[config.mk]
export PLATFORM = sky130hd
export DESIGN_NAME = timebase_top
export DESIGN_NICKNAME = d
export VERILOG_FILES = /design/src/logic/time_pkg.sv /design/src/logic/daq_pkg.sv /design/src/logic/systime_counter.sv /design/src/logic/systime_notifier.sv /design/src/logic/led_chaser.sv /design/src/logic/timebase_top.sv
export VERILOG_INCLUDE_DIRS = /design/src /design/src/include
export SDC_FILE = /design/constraint.sdc
export NUM_CORES = 1
export LEC_CHECK = 0
export BUFFER_PORTS_ARGS = -buffer_cell sky130_fd_sc_hd__buf_2
export CORE_ASPECT_RATIO = 1.1
export CORE_MARGIN = 1
export CORE_UTILIZATION = 40
export DETAILED_ROUTE_END_ITERATION = 10
export PLACE_DENSITY = 0.69
export SLEW_MARGIN = 20
export SYNTH_ARGS = -nofsm -noshare
export SYNTH_HDL_FRONTEND = slang
export SYNTH_SLANG_ARGS = --single-unit
[constraint.sdc]
create_clock -name clk -period 3.6 [get_ports clk]
set_input_delay 0.9 -clock clk [delete_from_list [all_inputs] [get_ports clk]]
set_output_delay 0.9 -clock clk [all_outputs]
set_load 0.02 [all_outputs]
[src/include/timebase_settings.svh]
`ifndef TIMEBASE_SETTINGS_SVH
`define TIMEBASE_SETTINGS_SVH

// ----------------------------------------------------------------------
// Timebase dimensions
// ----------------------------------------------------------------------

// Width of the free-running system time.
`define TB_SYSTIME_W 64

// Bits of system time carried in one notify record.
`define TB_LATCH_W 56

// A rollover record is sent whenever these low bits are all ones.
`define TB_ROLL_BITS 26

// The LED pattern moves one place whenever these low bits are zero.
`define TB_LED_WRAP_BITS 22

// ----------------------------------------------------------------------
// Data acquisition outlet and board LEDs
// ----------------------------------------------------------------------

// Width of one outlet word.
`define TB_WORD_W 32

// Number of on-board status LEDs.
`define TB_NLEDS 8

`endif

[src/logic/time_pkg.sv]
`include "timebase_settings.svh"

package time_pkg;

	// ------------------------------------------------------------------
	// System time
	// ------------------------------------------------------------------

	// One system time value, counted in clock cycles.
	typedef logic [`TB_SYSTIME_W-1:0] systime_t;

	// Host request to overwrite the system time.
	// en is a single-cycle strobe; value is taken in that cycle.
	typedef struct packed {
		systime_t value;
		logic     en;
	} time_set_t;

	// ------------------------------------------------------------------
	// Events from the counter stage
	// ------------------------------------------------------------------

	// hit pulses for one cycle.
	// is_set tells a host set apart from a rollover of the low bits.
	typedef struct packed {
		logic hit;
		logic is_set;
	} time_event_t;

endpackage

[src/logic/daq_pkg.sv]
`include "timebase_settings.svh"

package daq_pkg;

	// ------------------------------------------------------------------
	// Outlet words
	// ------------------------------------------------------------------

	// One beat on the data acquisition outlet.
	// last marks the final word of a record and is only valid with valid.
	typedef struct packed {
		logic [`TB_WORD_W-1:0] data;
		logic                  valid;
		logic                  last;
	} daq_word_t;

	// ------------------------------------------------------------------
	// Record types
	// ------------------------------------------------------------------

	// Carried in the top byte of the first word of a record.
	typedef enum logic [7:0] {
		SYSTIME_SET      = 8'd32,
		SYSTIME_ROLLOVER = 8'd33
	} record_kind_e;

	// ------------------------------------------------------------------
	// Notifier FSM
	// ------------------------------------------------------------------

	// IDLE waits for a pending event.
	// WAIT_GRANT holds the outlet request until the arbiter answers.
	// SEND_LOWER puts out the second word of the record.
	typedef enum logic [1:0] {
		IDLE       = 2'd0,
		WAIT_GRANT = 2'd1,
		SEND_LOWER = 2'd2
	} notify_state_e;

endpackage

[src/logic/systime_counter.sv]
`timescale 1ns/100ps
`include "timebase_settings.svh"

module systime_counter (
	input  logic                  clk,
	input  logic                  rst,
	input  time_pkg::time_set_t   time_set,
	output time_pkg::systime_t    systime,
	output time_pkg::time_event_t time_event
);

	logic roll_hit;

	// ------------------------------------------------------------------
	// Time counter
	// ------------------------------------------------------------------

	// The host value is loaded as is.
	// Counting resumes from it on the following cycle.
	always_ff @(posedge clk) begin
		if (rst) begin
			systime <= '0;
		end else if (time_set.en) begin
			systime <= time_set.value;
		end else begin
			systime <= systime + 1'b1;
		end
	end

	// ------------------------------------------------------------------
	// Event detection
	// ------------------------------------------------------------------

	// The low bits are all ones in the last cycle before they wrap.
	assign roll_hit = (systime[`TB_ROLL_BITS-1:0] == {`TB_ROLL_BITS{1'b1}});

	// Both sources are merged into one registered strobe.
	// A set in the same cycle as a rollover is reported as a set.
	always_ff @(posedge clk) begin
		if (rst) begin
			time_event <= '0;
		end else begin
			time_event.hit    <= time_set.en | roll_hit;
			time_event.is_set <= time_set.en;
		end
	end

endmodule

[src/logic/systime_notifier.sv]
`timescale 1ns/100ps
`include "timebase_settings.svh"

module systime_notifier (
	input  logic                  clk,
	input  logic                  rst,
	input  time_pkg::systime_t    systime,
	input  time_pkg::time_event_t time_event,
	input  logic                  daq_grant,
	output logic                  daq_req,
	output daq_pkg::daq_word_t    daq_out
);

	import daq_pkg::*;

	notify_state_e         state;
	logic                  pending;
	logic                  pending_is_set;
	logic                  send_is_set;
	logic [`TB_LATCH_W-1:0] latched;
	record_kind_e          kind;
	logic                  take;
	logic                  grant_seen;
	logic [`TB_WORD_W-1:0] out_data;
	logic                  out_valid;
	logic                  out_last;

	// The pending event is taken when the FSM is free.
	assign take       = (state == IDLE) && pending;
	assign grant_seen = (state == WAIT_GRANT) && daq_grant;

	assign kind = send_is_set ? SYSTIME_SET : SYSTIME_ROLLOVER;

	// ------------------------------------------------------------------
	// Control
	// ------------------------------------------------------------------

	always_ff @(posedge clk) begin
		if (rst) begin
			state     <= IDLE;
			pending   <= 1'b0;
			daq_req   <= 1'b0;
			out_valid <= 1'b0;
			out_last  <= 1'b0;
		end else begin
			out_valid <= 1'b0;
			out_last  <= 1'b0;

			// A fresh hit overrides the clear, so an event that lands in
			// the cycle the previous one is taken stays pending.
			if (take) begin
				pending <= 1'b0;
			end
			if (time_event.hit) begin
				pending <= 1'b1;
			end

			case (state)
				IDLE: begin
					if (pending) begin
						daq_req <= 1'b1;
						state   <= WAIT_GRANT;
					end
				end
				WAIT_GRANT: begin
					if (daq_grant) begin
						daq_req   <= 1'b0;
						out_valid <= 1'b1;
						state     <= SEND_LOWER;
					end
				end
				SEND_LOWER: begin
					out_valid <= 1'b1;
					out_last  <= 1'b1;
					state     <= IDLE;
				end
				default: begin
					state <= IDLE;
				end
			endcase
		end
	end

	// ------------------------------------------------------------------
	// Record payload
	// ------------------------------------------------------------------

	always_ff @(posedge clk) begin
		if (time_event.hit) begin
			pending_is_set <= time_event.is_set;
		end
		// Time is frozen when the record leaves IDLE, not when it is sent.
		if (take) begin
			send_is_set <= pending_is_set;
			latched     <= systime[`TB_LATCH_W-1:0];
		end
		if (grant_seen) begin
			out_data <= {kind, latched[`TB_LATCH_W-1:`TB_WORD_W]};
		end else if (state == SEND_LOWER) begin
			out_data <= latched[`TB_WORD_W-1:0];
		end
	end

	assign daq_out = '{data: out_data, valid: out_valid, last: out_last};

endmodule

[src/logic/led_chaser.sv]
`timescale 1ns/100ps
`include "timebase_settings.svh"

module led_chaser (
	input  logic                  clk,
	input  logic                  rst,
	input  time_pkg::systime_t    systime,
	output logic [`TB_NLEDS-1:0]  leds
);

	logic wrap;

	// Low time bits at zero mark one step of the chaser.
	assign wrap = (systime[`TB_LED_WRAP_BITS-1:0] == '0);

	// ------------------------------------------------------------------
	// One-hot pattern, rotated left
	// ------------------------------------------------------------------

	always_ff @(posedge clk) begin
		if (rst) begin
			leds <= {{(`TB_NLEDS-1){1'b0}}, 1'b1};
		end else if (wrap) begin
			leds <= {leds[`TB_NLEDS-2:0], leds[`TB_NLEDS-1]};
		end
	end

endmodule

[src/logic/timebase_top.sv]
`timescale 1ns/100ps
`include "timebase_settings.svh"

module timebase_top (
	input  logic                  clk,
	input  logic                  rst,
	input  time_pkg::time_set_t   time_set,
	input  logic                  daq_grant,
	output time_pkg::systime_t    systime,
	output logic                  daq_req,
	output daq_pkg::daq_word_t    daq_out,
	output logic [`TB_NLEDS-1:0]  leds
);

	import time_pkg::*;

	time_event_t time_event;

	// ------------------------------------------------------------------
	// Stage one: system time
	// ------------------------------------------------------------------

	systime_counter u_systime_counter (
		.clk        (clk),
		.rst        (rst),
		.time_set   (time_set),
		.systime    (systime),
		.time_event (time_event)
	);

	// Status LEDs run straight off the time counter
	led_chaser u_led_chaser (
		.clk     (clk),
		.rst     (rst),
		.systime (systime),
		.leds    (leds)
	);

	// ------------------------------------------------------------------
	// Stage two: notify records to the outlet
	// ------------------------------------------------------------------

	systime_notifier u_systime_notifier (
		.clk        (clk),
		.rst        (rst),
		.systime    (systime),
		.time_event (time_event),
		.daq_grant  (daq_grant),
		.daq_req    (daq_req),
		.daq_out    (daq_out)
	);

endmodule

==> results summary <==
The chip height is 146 µm. The total of buffers placed on input and output ports is 174. Following the worst setup path forward leads to its endpoint at u_systime_counter.systime[63]. The fraction of final layout cells with drive strength greater than 1 came out at 29.8%.

The utilization after layout is 50.1%. The number of buffers between clock root and the deepest sink is 2. The remaining number of nets flagged by the antenna check after routing came out at 0. The largest family of logic cells by synthesized area is simple AND/OR/NAND/NOR gates. The total design power is 4.44 mW. The internal portion of total power came out at 3.28 mW. The number of standard cells after synthesis came out at 666. Data on the critical path arrives at its endpoint at 3.02 ns.

After global routing the overflow that remains totals 0. In the routed layout, each cell is associated on average with a via count of 5.45. The final routed DRC violation total came out at 0. Yosys printed 0 warnings. The post-CTS clock slew at the launch and capture registers of the worst setup and hold paths is 0.07 ns. The post-synthesis adder-cell area fraction is 1.00%. Summed over all instances, the cell type with the most area after synthesis is sky130_fd_sc_hd__edfxtp_1. The worst supply voltage drop on vdd is 0.332 mV. STA puts the critical path data required time at 3.95 ns.

The number of antenna cells inserted is 0. The first global-routing pass estimated 32.6 mm of wire. The cell area that synthesis handed to floorplanning was 7490 µm². Entering global routing, the biggest net connects 73 pins. The power dissipated by switching net loads is 1.16 mW. The main flop type after synthesis is sky130_fd_sc_hd__edfxtp_1. The region available for standard cell placement spans 18300 µm².

The worst setup path is of the reg2reg kind. The startpoint identified for the worst hold timing path is u_systime_counter.time_event[0]. The flow ran to the end, and the final reports show no timing, DRC or antenna violations. For the pin with the worst max-slew slack, the measured transition is 0.885 ns.

The worst setup path is launched from a flop. TritonCTS built the clock tree. The number of sinks on the clock net came out at 170. The clock latency on the worst-skew pair came out at 0.43 ns. The cell count of the worst reg-to-reg path is 5.

The count of buffers added by post-CTS timing repair for setup is 0. The compound-cell area share of the yosys netlist is 8.35%. Sorting the synthesized cells by how often they occur yields 90 x sky130_fd_sc_hd__edfxtp_1, 80 x sky130_fd_sc_hd__dfxtp_1, 72 x sky130_fd_sc_hd__nor2_1, 38 x sky130_fd_sc_hd__nand2_1, 34 x sky130_fd_sc_hd__nand3_1.

The upper clock frequency limit is 374 MHz. In this run, the number of DRC markers left after iteration 0 of detailed routing was 482. The number of global-route vias before repair is 5605.

After routing, the total negative slack on setup checks comes to 0 ns. The fraction of power spent switching nets came out at 26.1%. The worst register-to-register path ends at u_systime_counter.systime[63].

The average routed wire per standard cell came out at 19.3 µm. The H-tree depth is 4. The clock network fraction of total power came out at 39.9%. The total count of max-transition violations in the final report is 0. The number of I/O pins is 175. The clock period minus worst slack is 2.67 ns.

The share of total power dissipated in combinational logic is 9.5%. The number of setup violations in the final report is 0. The fraction of the mapped netlist area in simple logic gates came out at 20.5%. The count of flip-flops with a built-in enable after synthesis came out at 90. The number of nets in the synthesized netlist is 740.

The post-route clock period utilization is 74.2%. The via count of the routed design came out at 5954. The sequential cell fraction of total power is 50.6%.

The share of synthesized flip-flops with an asynchronous set or reset came out at 0%. The proportion of netlist area held by the largest area contributor is 36.1%. From synthesis to final layout, the design area changed by 22.7%. The number of clock buffers added by TritonCTS is 17.

The register-to-register setup slack came out at 0.93 ns. The portion of netlist area occupied by mux cells came out at 5.35%. The final hold violation count is 0.

The worst setup path is captured at a flop. The estimated wirelength of the detail-placed design came out at 15.2 mm. The cell sitting at the root of the clock tree is a sky130_fd_sc_hd__clkbuf_16. The worst pin sits at a relative slew slack of 41.0%. The xor and xnor area share after synthesis came out at 4.68%.

The overall die area is 19300 µm². The count of cells resized by post-cts repair came out at 0. The total power density per cell area is 483 nW/µm². The row count came out at 52. The largest fanout on the critical path came out at 15. The count of nets after finishing is 910. Counting distinct cell types in the post-synthesis netlist gives 53. The sequential fraction of the synthesis area is 57.5%. The mean post-synth cell area came out at 11.2 µm². The initial core utilization is 40.8%. The most common cell in the synthesized netlist is sky130_fd_sc_hd__edfxtp_1. The number of maximum-capacitance constraint violations came out at 0. The final setup skew came out at 0.0109 ns.

The min-delay analysis places its worst path in the category reg2reg. The routed design has 21.1 mm of wire. The overall routing resource usage is 22.3%. By area the synthesized netlist is led by sky130_fd_sc_hd__edfxtp_1 36%, sky130_fd_sc_hd__dfxtp_1 21%, sky130_fd_sc_hd__nor2_1 3.6%. The horizontal die dimension came out at 132 µm.

In this run the critical register-to-register path is launched from u_systime_counter.systime[11]. In this run the worst setup path begins at u_systime_counter.systime[11]. For this run, the detailed router's first-pass iteration total came to 5.

The initial antenna violation count is 0. Summed over all cells, the static leakage comes to 3.50 nW. Hold repair after CTS inserted 0 buffers. In this run, synthesis produced a sequential element count of 170.

Setup repair after global routing left no endpoint under its margin. The global placer's final weighted congestion came out at 0.928. Hold is met by 0.417 ns.
==> worst max-delay path: stages (launching register included) <==
cell and delay (ns):
sky130_fd_sc_hd__dfxtp_1 0.53, sky130_fd_sc_hd__and4_1 0.32, sky130_fd_sc_hd__and2_1 0.51, sky130_fd_sc_hd__nand4_1 0.39
sky130_fd_sc_hd__or4_1 0.58, sky130_fd_sc_hd__a311oi_1 0.24
==> final cells by class <==
| type | instances | area (µm²) |
|---|---|---|
| well taps | 243 | 304 |
| clock inverters | 12 | 116 |
| repair buffers | 187 | 981 |
| clock buffers | 20 | 447 |
| fillers | 1735 | 9160 |
| flip-flops and latches | 170 | 4300 |
| inverters | 12 | 45.0 |
| multi-input cells | 448 | 2990 |
==> layer usage <==
metal / wire length, µm / vias to the layer above / GRT usage (%)
met3: 1390 / 27 / 4.46
met5: 0 / - / 0
li1: - / 2855 / -
met1: 9050 / 2834 / 29.8
met4: 387 / 0 / 6.90
met2: 10300 / 238 / 36.6
==> flip-flops by register name, indices dropped and copies added (netlist names) <==
name                               cells
u_led_chaser.leds                      8
u_systime_notifier.out_data           32
u_systime_notifier.state               2
u_systime_counter.time_event           2
u_systime_notifier.pending             1
u_systime_notifier.out_valid           1
u_systime_notifier.daq_req             1
u_systime_notifier.latched            56
u_systime_notifier.send_is_set         1
u_systime_notifier.out_last            1
u_systime_counter.systime             64
u_systime_notifier.pending_is_set      1
==> cell usage in the layout (no fill, tap or decap), drive strengths merged, types with 16 or more instances in the layout <==
cell type,count
a211oi,33
and3,18
buf,187
clkbuf,20
dfxtp,80
edfxtp,90
inv,16
mux2,24
nand2,38
nand3,35
nand4,23
nor2,72
nor3,17
xnor2,20
xor2,20
==> metrics by stage <==
stage	instances	setup slack, ns	area [µm²]
floorplan	666	1.22	7490
global placement	1060	1.05	8630
detailed placement	1060	0.974	8630
CTS	1092	0.988	9190
global route	1092	0.758	9190
finish	1092	0.930	9190
==> worst min-delay path by stage <==
stage                                         to  cells after the start
2_1_floorplan  u_systime_notifier.pending_is_set                      0
3_3_place_gp   u_systime_notifier.pending_is_set                      0
3_5_place_dp   u_systime_notifier.pending_is_set                      0
4_1_cts        u_systime_notifier.pending_is_set                      0
5_1_grt        u_systime_notifier.pending_is_set                      0
6_report       u_systime_notifier.pending_is_set                      0
==> power groups by stage <==
stage | clock, mW | sequential (mW) | combinational, mW
6_report | 1.77 | 2.25 | 0.421
5_1_grt | 1.86 | 2.26 | 0.457
4_1_cts | 1.79 | 2.25 | 0.424
3_5_place_dp | 0 | 2.29 | 0.421
3_3_place_gp | 0 | 2.29 | 0.418
2_1_floorplan | 0 | 2.34 | 0.173
==> cell families (layout without fill, tap and decap cells) <==
logic type	after synthesis	count (layout)
simple gates	279	279
mux	37	37
flops	170	170
xor+xnor	40	40
buf+inv	48	231
compound gates	86	86
fa+ha+maj	6	6
No activity file was read; power rests on OpenSTA's default activity.
